**src/logic/rename_config.svh**
```systemverilog
// sizing macros for the rename stage, included by rename_pkg and the testbench
`ifndef RENAME_CONFIG_SVH
`define RENAME_CONFIG_SVH

// architectural register file as seen by software
`define RENAME_ARCH_REGS 32

// physical register file behind the rename map
`define RENAME_PHYS_REGS 64

// one checkpoint per ROB entry, indexed by the ROB tail
`define RENAME_CKPT_SLOTS 16

`endif

```
**src/logic/rename_pkg.sv**
```systemverilog
// shared types and derived sizes for the rename stage; import inside module bodies
package rename_pkg;

  `include "rename_config.svh"

  // base sizes pulled from the config header
  localparam int ARCH_REGS  = `RENAME_ARCH_REGS;   // r0..r31
  localparam int PHYS_REGS  = `RENAME_PHYS_REGS;   // p0..p63
  localparam int CKPT_SLOTS = `RENAME_CKPT_SLOTS;  // one per rob entry

  // regs left over once every arch reg owns one
  localparam int FREE_DEPTH = PHYS_REGS - ARCH_REGS;

  // field widths
  localparam int ARCH_W  = $clog2(ARCH_REGS);       // 5
  localparam int PHYS_W  = $clog2(PHYS_REGS);       // 6
  localparam int CKPT_W  = $clog2(CKPT_SLOTS);      // 4
  localparam int COUNT_W = $clog2(FREE_DEPTH) + 1;  // holds 0..32

  // architectural register index
  typedef logic [ARCH_W-1:0] arch_idx_t;

  // physical register tag
  typedef logic [PHYS_W-1:0] phys_tag_t;

  // checkpoint slot, same as the rob index
  typedef logic [CKPT_W-1:0] ckpt_idx_t;

  // number of tags sitting in the free queue
  typedef logic [COUNT_W-1:0] free_count_t;

  // result of a map lookup, tag plus its ready bit
  typedef struct packed {
    phys_tag_t tag;    // current physical mapping
    logic      ready;  // value already on the cdb
  } map_entry_t;

endpackage

```
**src/logic/free_list.sv**
```systemverilog
// circular queue of free physical tags, popped at dispatch and pushed at retire
module free_list (
  input  logic                    clock,
  input  logic                    reset,
  input  logic                    alloc,
  output rename_pkg::phys_tag_t   head_tag,
  output logic                    empty,
  output rename_pkg::free_count_t free_count,
  input  logic                    retire_valid,
  input  rename_pkg::phys_tag_t   retire_told,
  input  rename_pkg::ckpt_idx_t   rob_tail,
  input  logic                    rollback_valid,
  input  rename_pkg::ckpt_idx_t   rollback_tag
);
  import rename_pkg::*;

  localparam int IDX_W = $clog2(FREE_DEPTH);  // slot index bits

  // extra msb is the wrap bit, so full and empty differ
  typedef logic [IDX_W:0] ptr_t;

  phys_tag_t fifo_q [FREE_DEPTH];       // tag storage
  ptr_t      head_q;                    // next tag to hand out
  ptr_t      tail_q;                    // next slot for a retired tag
  ptr_t      head_inc;                  // head after a pop
  ptr_t      ckpt_head_q [CKPT_SLOTS];  // head saved per rob slot

  assign head_inc   = head_q + 1'b1;
  assign head_tag   = fifo_q[head_q[IDX_W-1:0]];  // valid only when not empty
  assign free_count = free_count_t'(tail_q - head_q);
  assign empty      = (free_count == '0);

  always_ff @(posedge clock) begin
    if (reset) begin
      head_q <= '0;
      tail_q <= ptr_t'(FREE_DEPTH);  // queue starts full
      for (int i = 0; i < FREE_DEPTH; i++) begin
        fifo_q[i] <= phys_tag_t'(ARCH_REGS + i);  // p32..p63 in order
      end
      for (int s = 0; s < CKPT_SLOTS; s++) begin
        ckpt_head_q[s] <= '0;  // matches the reset head
      end
    end else begin
      if (rollback_valid) begin
        // tags handed out after the checkpoint become free again
        head_q <= ckpt_head_q[rollback_tag];
      end else if (alloc) begin
        head_q                <= head_inc;
        ckpt_head_q[rob_tail] <= head_inc;  // post-pop head for this branch
      end
      // retire still pushes in a rollback cycle
      if (retire_valid) begin
        fifo_q[tail_q[IDX_W-1:0]] <= retire_told;
        tail_q                    <= tail_q + 1'b1;
      end
    end
  end

endmodule

```
**config.mk**
```make
export PLATFORM = sky130hd
export DESIGN_NAME = free_list
export DESIGN_NICKNAME = d
export VERILOG_FILES = /design/src/logic/rename_pkg.sv /design/src/logic/free_list.sv
export VERILOG_INCLUDE_DIRS = /design/src /design/src/logic
export SDC_FILE = /design/constraint.sdc
export NUM_CORES = 1
export LEC_CHECK = 0
export CAP_MARGIN = 20
export CORE_MARGIN = 3
export CORE_UTILIZATION = 55
export CTS_BUF_LIST = sky130_fd_sc_hd__clkbuf_8
export DETAILED_ROUTE_END_ITERATION = 7
export DONT_BUFFER_PORTS = 1
export PLACE_DENSITY = 0.76
export SETUP_SLACK_MARGIN = 0.4
export SYNTH_ARGS = -nofsm -noshare
export SYNTH_HDL_FRONTEND = slang
export SYNTH_SLANG_ARGS = --single-unit
export TNS_END_PERCENT = 50
```
**constraint.sdc**
```tcl
create_clock -name clock -period 2.1 [get_ports clock]
set_clock_uncertainty 0.15 [all_clocks]
set_input_delay 0.21 -clock clock [delete_from_list [all_inputs] [get_ports clock]]
set_output_delay 0.21 -clock clock [all_outputs]
set_load 0.005 [all_outputs]
```
==> results by group <==
Outcome
  – Status: complete, but fails checks
  – Violated checks: setup timing

Floorplanning
  – I/O pin total: 32
  – Initial Util: 56.30%
  – Die Ht: roughly 170 µm
  – Die area: 27970 µm²
  – # rows: 58
  – Core box area: approximately 25000 µm²
  – Chip width: 167.2 µm

Detailed routing
  – Wirelength, routed: 38730 µm
  – Max Used Layer: met4
  – Residual DRC count: 0
  – Antenna-violating nets left: 0
  – Met3 wire len: 3331 µm
  – First-pass DRT Iterations: 5
  – DR WL/cell: 23.55 µm
  – DR vias: 9972
  – Met2 wire len: between 15000 and 20000 µm
  – DRT iter0 DRCs: between 1000 and 1500
  – Metal-1 WL: 14360 µm
  – Vias per cell: 6.062

Min path
  – Hold Path Class: input pin to flop

Place
  – DP Wirelength: between 20000 and 25000 µm
  – DP Area: 15190 µm²
  – Final Wtd Congestion: 0.9181
  – Port buffer count: 0
  – Placed Instances: 1433

Clock tree
  – Clock Tree Root: clkbuf_8
  – Deepest clock path buffer count: 3
  – Worst-Skew Late Latency: 550 ps
  – CTS sink count: 305
  – Total CTS buffers: roughly 50
  – Max H-tree Level: 2
  – Clock-pin slew on the worst setup and hold paths: 60 ps
  – TritonCTS clock tree: done

Logic synthesis
  – Post-synthesis cell area: 14300 µm²
  – Post-Syn Area per Cell: around 13 µm²
  – Post-synthesis mux area share: 11.66%
  – Simple logic cell fraction of the synthesized area: between 15 and 20%
  – Primary FF master, synth: edfxtp_1
  – Post-Synth Adder-Cell Area: 1.015%
  – Post-synthesis sequential area ratio: 62.86%
  – Post-synth ARST share: 0%
  – Area fraction in compound gates after synthesis: 3.229%
  – Distinct cells, synth: 55
  – Post-synth EDFFs: 288
  – Post-Syn Instances: between 1000 and 1500
  – Post-synthesis xor/xnor area fraction: 0.9800%
  – Synthesized net count: ~1100
  – Largest family of logic cells by synthesized area: simple AND/OR/NAND/NOR gates
  – Yosys warns: 0
  – Synthesis-stage register bit count: 305

STA
  – F_max: 376.5 MHz
  – Worst relative slew slack: between 10% and 20%
  – RSZ-0062 raised after global routing: true
  – Max Slew Vio Count: 0
  – Setup violations, final: between 200 and 250
  – Final worst-path cycle share: 126.5%
  – Tmin final: 2656 ps
  – Setup WS post-layout: -555.9 ps
  – Final Hold Viols: 0
  – Worst-margin pin slew: 1240 ps

Final layout
  – Final nets: approximately 1300
  – Most frequent cells in the layout: edfxtp_1, nor2_1, buf_4, nand2_1, mux2i_1
  – Most common cell after layout, fill and taps aside: edfxtp_1
  – Final Instance Area: around 18000 µm²
  – Layout area overhead: 27.00%
  – Share of layout cells above drive strength 1: roughly a third
  – Layout Cells excl Fill: 1645

Worst setup path
  – Setup crit end kind: primary output
  – CP arrival: 2300 ps
  – CP Class: flop to primary output
  – Worst-path fanout max: 6
  – Worst EP required: 1740 ps
  – CP Launch Type: flop

GRT
  – Initial antenna violation count: 1
  – First-pass GRT wire length: 57240 µm
  – Overall Global Routing Usage: between 20% and 30%
  – Vias in the first global route: just under 10000
  – Gr ovfl total: 0
  – Largest net degree at the start of global routing: 53

Power and ir drop
  – Pwr dens: 728.7 nW/µm²
  – Leakage: slightly above 6 nW
  – Worst VDD drop: 0.6305 mV

Job
  – Max Cap Viol: 0
-- critical path, cell delays in order (launching register included) --
cell and delay (ps):
dfxtp_4 410, buf_8 150, mux4_2 520, a22o_1 220
a221oi_2 270, nand3_1 160
-- cell families after synthesis --
family | Yosys count
xor+xnor | 16
compound gates | 65
buf+inv | 97
fa+ha+maj | 11
simple gates | 494
flops | 305
mux | 112
-- cell usage after synthesis, drive strengths merged, types with 4 or more instances --
cell / n / share of area (%)
or3: 62 / 2.8
nand2b: 25 / 1.1
inv: 12 / 0.31
nand4: 4 / 0.17
dfxtp: 17 / 2.4
and2: 35 / 1.5
mux2i: 72 / 5.0
buf: 31 / 1.4
nor2: 143 / 3.8
ha: 10 / 0.88
nand3: 27 / 0.95
a221oi: 6 / 0.41
xor2: 7 / 0.43
nor3: 46 / 1.6
xnor2: 9 / 0.55
a22o: 7 / 0.43
a22oi: 14 / 0.74
o21ai: 5 / 0.17
clkbuf: 54 / 1.4
nor2b: 11 / 0.48
mux4: 40 / 6.6
and3: 5 / 0.22
or2: 36 / 1.6
edfxtp: 288 / 60
a21oi: 18 / 0.63
nand2: 89 / 2.4
-- stage by stage --
stage	setup WS (ps)	utilization, %	hold slack, ps	total power, W	setup TNS, ps
after floorplan	108.9	-	239.3	0.007833	0
after global placement	10.14	59.81	134.0	0.008164	0
after detailed placement	-76.21	59.81	134.0	0.008184	-135.5
after CTS	-577.9	68.98	0.9814	0.01307	-41550
after global routing	-662.0	71.50	21.53	0.01370	-87000
final	-555.9	71.50	11.51	0.01323	-76790
-- path summary, 6_finish.rpt --
check / slack [ps] / to / start / depth (start not counted)
worst max-delay path: -560 / head_tag[2] / flop / 5
worst min-delay path: 10 / ckpt_head_q[7][3] / reset / 1
worst max register to register: -550 / fifo_q[27][2] / tail_q[0] / 16
worst min register to register: 440 / tail_q[4] / tail_q[4] / 2
-- flip-flops by register name, summed over array words and instances (netlist names), named ones only --
signal,flops
fifo_q,192
ckpt_head_q,96
tail_q,6
head_q,6
-- layer usage --
| metal | global-route usage (%) | vias to the layer above |
|---|---|---|
| met5 | 0 | - |
| met4 | 9.356 | 0 |
| met1 | 34.72 | 4905 |
| met2 | 44.30 | 537 |
| li1 | - | 4419 |
| met3 | 5.288 | 111 |
-- layout make-up --
type	count	area [µm²]
flip-flops and latches	305	9026
fillers	1577	7239
multi-input cells	702	5597
repair buffers	206	2206
clock buffers	51	701.9
well taps	330	412.9
clock inverters	38	163.9
inverters	12	50.05
diodes	1	2.502
-- timing repair --
item,in CTS,in global routing
hold buffers,23,0
gates cloned,10,2
setup endpoints to repair,405,436
gates resized for setup,153,86
pin swaps,47,70
endpoints found under the hold margin,502,0
buffers inserted,50,37
-- report_power, final --
group | leakage, nW | internal, W | switching [W] | total, W
registers | 2.73 | 0.00679 | 0.0000857 | 0.00687
logic | 2.89 | 0.000832 | 0.000938 | 0.00177
clock network | 0.517 | 0.00226 | 0.00233 | 0.00459
Note: power is estimated with default switching activity, not from simulation.
