File: src/logic/rename_config.svh
// sizing macros for the rename stage, included by rename_pkg and the testbench
`ifndef RENAME_CONFIG_SVH
`define RENAME_CONFIG_SVH

// architectural register file as seen by software
`define RENAME_ARCH_REGS 32

// physical register file behind the rename map
`define RENAME_PHYS_REGS 64

// one checkpoint per ROB entry, indexed by the ROB tail
`define RENAME_CKPT_SLOTS 16

`endif

File: src/logic/rename_pkg.sv
// shared types and derived sizes for the rename stage; import inside module bodies
package rename_pkg;

  `include "rename_config.svh"

  // base sizes pulled from the config header
  localparam int ARCH_REGS  = `RENAME_ARCH_REGS;   // r0..r31
  localparam int PHYS_REGS  = `RENAME_PHYS_REGS;   // p0..p63
  localparam int CKPT_SLOTS = `RENAME_CKPT_SLOTS;  // one per rob entry

  // regs left over once every arch reg owns one
  localparam int FREE_DEPTH = PHYS_REGS - ARCH_REGS;

  // field widths
  localparam int ARCH_W  = $clog2(ARCH_REGS);       // 5
  localparam int PHYS_W  = $clog2(PHYS_REGS);       // 6
  localparam int CKPT_W  = $clog2(CKPT_SLOTS);      // 4
  localparam int COUNT_W = $clog2(FREE_DEPTH) + 1;  // holds 0..32

  // architectural register index
  typedef logic [ARCH_W-1:0] arch_idx_t;

  // physical register tag
  typedef logic [PHYS_W-1:0] phys_tag_t;

  // checkpoint slot, same as the rob index
  typedef logic [CKPT_W-1:0] ckpt_idx_t;

  // number of tags sitting in the free queue
  typedef logic [COUNT_W-1:0] free_count_t;

  // result of a map lookup, tag plus its ready bit
  typedef struct packed {
    phys_tag_t tag;    // current physical mapping
    logic      ready;  // value already on the cdb
  } map_entry_t;

endpackage

File: src/logic/map_port_if.sv
// lookup and write bus between rename_dispatch and map_table
interface map_port_if;
  import rename_pkg::*;

  // driven by the dispatch side
  arch_idx_t  reg_dest;  // destination being renamed
  arch_idx_t  reg_a;     // first source
  arch_idx_t  reg_b;     // second source
  logic       write;     // map reg_dest to new_tag this edge
  phys_tag_t  new_tag;   // tag taken from the free list

  // driven by the table side, combinational from registered state
  phys_tag_t  old_tag;   // prior mapping of reg_dest
  map_entry_t src_a;     // mapping of reg_a
  map_entry_t src_b;     // mapping of reg_b

  modport requester (
    output reg_dest, reg_a, reg_b, write, new_tag,
    input  old_tag, src_a, src_b
  );

  // table is a reserved word, hence the short name
  modport tbl (
    input  reg_dest, reg_a, reg_b, write, new_tag,
    output old_tag, src_a, src_b
  );

endinterface

File: src/logic/rename_dispatch.sv
// stall and allocate decision for one dispatch, forms t_new/t_old and the source tags
module rename_dispatch (
  input  logic                  dispatch_valid,
  input  rename_pkg::arch_idx_t reg_dest,
  input  rename_pkg::arch_idx_t reg_a,
  input  rename_pkg::arch_idx_t reg_b,
  input  logic                  rollback_valid,
  input  logic                  empty,
  input  rename_pkg::phys_tag_t head_tag,
  output logic                  alloc,
  map_port_if.requester         map,
  output logic                  stall,
  output rename_pkg::phys_tag_t t_new,
  output rename_pkg::phys_tag_t t_old,
  output rename_pkg::phys_tag_t t1,
  output rename_pkg::phys_tag_t t2,
  output logic                  t1_ready,
  output logic                  t2_ready
);
  import rename_pkg::*;

  logic dest_live;  // dest needs a fresh tag
  logic go;         // dispatch actually renames this cycle

  assign dest_live = (reg_dest != arch_idx_t'(0));  // r0 is pinned to p0

  // structural hazard only, upstream holds its fields while high
  assign stall = dispatch_valid && dest_live && empty;

  // rollback beats dispatch, nothing gets allocated
  assign go = dispatch_valid && !stall && !rollback_valid && dest_live;

  assign alloc = go;  // pops head_tag at the edge

  // lookup side of the map bus
  assign map.reg_dest = reg_dest;
  assign map.reg_a    = reg_a;
  assign map.reg_b    = reg_b;
  assign map.write    = go;
  assign map.new_tag  = head_tag;

  // p0 whenever no tag is taken
  assign t_new = go ? head_tag : phys_tag_t'(0);

  // old mapping goes to the rob for freeing at retire
  assign t_old = map.old_tag;

  // source operands for the reservation station
  assign t1       = map.src_a.tag;
  assign t1_ready = map.src_a.ready;
  assign t2       = map.src_b.tag;
  assign t2_ready = map.src_b.ready;

endmodule

File: src/flat_wrapper.sv
// flat-port wrapper written by rule: the top's interface ports become plain ports
module rename_dispatch_flat import rename_pkg::*;
  (dispatch_valid, reg_dest, reg_a, reg_b, rollback_valid, empty, head_tag, alloc, stall, t_new, t_old, t1, t2, t1_ready, t2_ready, map_reg_dest, map_reg_a, map_reg_b, map_write, map_new_tag, map_old_tag, map_src_a, map_src_b);
  map_port_if map_i ();
  input  logic dispatch_valid;
  input  rename_pkg::arch_idx_t reg_dest;
  input  rename_pkg::arch_idx_t reg_a;
  input  rename_pkg::arch_idx_t reg_b;
  input  logic rollback_valid;
  input  logic empty;
  input  rename_pkg::phys_tag_t head_tag;
  output logic alloc;
  output logic stall;
  output rename_pkg::phys_tag_t t_new;
  output rename_pkg::phys_tag_t t_old;
  output rename_pkg::phys_tag_t t1;
  output rename_pkg::phys_tag_t t2;
  output logic t1_ready;
  output logic t2_ready;
  output wire logic [$bits(map_i.reg_dest)-1:0] map_reg_dest;
  output wire logic [$bits(map_i.reg_a)-1:0] map_reg_a;
  output wire logic [$bits(map_i.reg_b)-1:0] map_reg_b;
  output wire logic [$bits(map_i.write)-1:0] map_write;
  output wire logic [$bits(map_i.new_tag)-1:0] map_new_tag;
  input wire logic [$bits(map_i.old_tag)-1:0] map_old_tag;
  input wire logic [$bits(map_i.src_a)-1:0] map_src_a;
  input wire logic [$bits(map_i.src_b)-1:0] map_src_b;
  assign map_reg_dest = map_i.reg_dest;
  assign map_reg_a = map_i.reg_a;
  assign map_reg_b = map_i.reg_b;
  assign map_write = map_i.write;
  assign map_new_tag = map_i.new_tag;
  assign map_i.old_tag = map_old_tag;
  assign map_i.src_a = map_src_a;
  assign map_i.src_b = map_src_b;
  rename_dispatch u_core (.dispatch_valid(dispatch_valid), .reg_dest(reg_dest), .reg_a(reg_a), .reg_b(reg_b), .rollback_valid(rollback_valid), .empty(empty), .head_tag(head_tag), .alloc(alloc), .map(map_i), .stall(stall), .t_new(t_new), .t_old(t_old), .t1(t1), .t2(t2), .t1_ready(t1_ready), .t2_ready(t2_ready));
endmodule
File: config.mk
export PLATFORM = sky130hd
export DESIGN_NAME = rename_dispatch_flat
export DESIGN_NICKNAME = d
export VERILOG_FILES = /design/src/logic/rename_pkg.sv /design/src/logic/map_port_if.sv /design/src/logic/rename_dispatch.sv /design/src/flat_wrapper.sv
export VERILOG_INCLUDE_DIRS = /design/src /design/src/logic
export SDC_FILE = /design/constraint.sdc
export NUM_CORES = 1
export LEC_CHECK = 0
export BUFFER_PORTS_ARGS = -buffer_cell sky130_fd_sc_hd__clkbuf_2
export CAP_MARGIN = 20
export CORE_UTILIZATION = 28
export DETAILED_ROUTE_END_ITERATION = 8
export GPL_TIMING_DRIVEN = 0
export PLACE_DENSITY = 0.91
export SYNTH_ARGS = -nofsm -noshare
export SYNTH_HDL_FRONTEND = slang
export SYNTH_SLANG_ARGS = --single-unit
File: constraint.sdc
create_clock -name vclk -period 1.96
set_input_delay 0.098 -clock vclk [all_inputs]
set_output_delay 0.098 -clock vclk [all_outputs]
set_load 0.01 [all_outputs]
==> flow_metrics.tcl <==
set metrics [dict create \
    start_util_pct 30.0 \
    drv_cap 0 \
    synth_top_cells_by_count "42 x buf_4, 7 x inv_1, 5 x a2111oi_1" \
    fp.dieArea_um2 1800 \
    antenna_cells 0 \
    avgSynthCellArea_um2 7.63 \
    highest_utilization_routing_layer_at_the_global_route_stage "met2" \
    status "finished, final reports clean" \
    grt.overflow.total 0 \
    route.detailed.vias_per_inst 4.09 \
    fmax_mhz 787 \
    pwr-share-seq_pct 0 \
    yosys.cell_types.count 9 \
    max-slew-margin-rel_pct 66.8 \
    leakage_power_summed_over_all_cells_uw 0.000527 \
    post_route_cells_drive_above_1_share_pct 87.9 \
    grtUsageMet3_pct 0 \
    hold_buffers 0 \
    design.seq.count 0 \
    synthTopCellsByArea "buf_4 69%, a2111oi_1 11%, inv_1 5.7%" \
    ant_nets 0 \
    max-vdd-ir-drop_mv 0.131 \
    path_max_fanout 8 \
    post_cts_resized 0 \
    combinationalPowerShare_pct 100.0 \
    layoutNonFillerInstCount 140 \
    worst_pin_slew_ps 495 \
    fp-row-count 14 \
    syn-cell-area_um2 458 \
    layout-area-overhead-vs-synth_pct 74.3 \
    nNetsFinal 170 \
    groute.layer.met2.usage_pct 27.7 \
    synth_area_leader_cell "buf_4" \
    critPathCaptureType "output port" \
    layout_min_cycle_time_ps 1270 \
    cts_setup_buffers 0 \
    grt_usage_pct 11.9 \
    ys.warnings.count 0 \
    postPlaceCellArea_um2 798 \
    mapped_cells 60 \
    via_count 572 \
    number_of_global_route_vias_before_repair 457 \
    worst_setup_path_type "input port to output port" \
    worst-endpoint-required_ps 1860 \
    synth_seq_area_share_pct 0 \
    synth_nets 104 \
    min_delay_worst_endpoint "t1[2]" \
    placeableCoreArea_um2 1520 \
    grt_antenna_before_repair 0 \
    globalplace.congestion 0.618 \
    drt-total-wl_mm 1.33 \
    internal_dissipation_uw 100 \
    port_buffers 64 \
    number_of_primary_i_o_pins 94 \
    fin_crit_sh_pct 64.8 \
    timing.critical_path.arrival_ps 1170 \
    grt_max_degree 9 \
    power_density_nw_per_um2 219 \
    gr_util_met1_pct 11.5 \
    post-route-cell-area_um2 798 \
    rsz0062_at_grt "false" \
    hold_path_depth 2 \
    drc 0 \
    hold_violations 0 \
    switching_power_as_a_share_of_total_power_pct 42.7 \
    clockPowerShare_pct 0 \
    grt_first_pass_wirelength_mm 1.82 \
    drv_slew 0 \
    synth_most_common_cell "buf_4" \
    totalPowerFinal_uw 175 \
    post-synth-top-area-fraction_pct 68.9 \
    timing.hold.worst.class "input port to output port" \
    fp.dieH_um 42.4 \
    clock_buffer_cells 0 \
    die-width_um 42.4 \
    setup_tns_ps 0 \
    drt-wirelength-per-cell_um 9.47 \
    critical_path_start_type "input port" \
    flip_flop_and_latch_area_um2 0 \
    netSwitchingPower_uw 74.7 \
    min_delay_src "map_src_a[3]" \
    drt_pass1_iterations 1 \
    setup_viol_count_final 0 \
    drt_iter0_markers 0 \
    dp_cells 140 \
]
through the flow:
step / hold WS [ps] / utilization, % / setup WS (ps)
after floorplan: 231 / - / 969
after global placement: 384 / 52.4 / 706
after detailed placement: 383 / 52.4 / 673
after CTS: 384 / 52.4 / 672
after global routing: 386 / 52.4 / 593
final: 383 / 52.4 / 690
power groups by stage:
stage                     Combinational (µW)  Sequential, µW  Clock [µW]
after floorplan                          105               0           0
after global placement                   173               0           0
after detailed placement                 177               0           0
after CTS                                177               0           0
after global routing                     187               0           0
final                                    175               0           0
per-layer routing:
layer	vias up	wire, µm
met1	250	362
met2	38	849
met5	-	0
met3	0	114
li1	284	-
met4	0	0
cells by family after synthesis:
group                  Yosys count  share of synthesized area [%]
AOI/OAI and AO/OA                8                           16.9
and+or+nand+nor                  3                           8.47
buffers and inverters           49                           74.6
cell type report:
class	count	area (µm²)
timing repair buffer	64	320
inverter	7	26.3
fill	144	726
tap	16	20.0
multi-input combinational	11	116
buffer	42	315
worst max-delay path by stage:
stage	from	slack (ps)	to
final	reg_dest[3]	690	map_write
after global routing	reg_dest[3]	590	map_write
after CTS	reg_dest[3]	670	map_write
after detailed placement	reg_dest[3]	670	map_write
after global placement	reg_dest[3]	710	map_write
after floorplan	reg_dest[3]	970	map_write
cells in the final DEF, fill, tap and decap left out:
cell / n
nand2b_4: 1
a2111oi_1: 5
a2111oi_2: 1
buf_4: 42
nor4_4: 1
clkbuf_2: 64
inv_1: 7
a21oi_1: 1
a211oi_1: 1
nand2_1: 1
worst max-delay path, stage by stage:
cell,delay (ps)
clkbuf_2,110
nor4_4,510
a211oi_1,180
buf_4,160
clkbuf_2,120
Note: power is estimated with default switching activity, not from simulation.
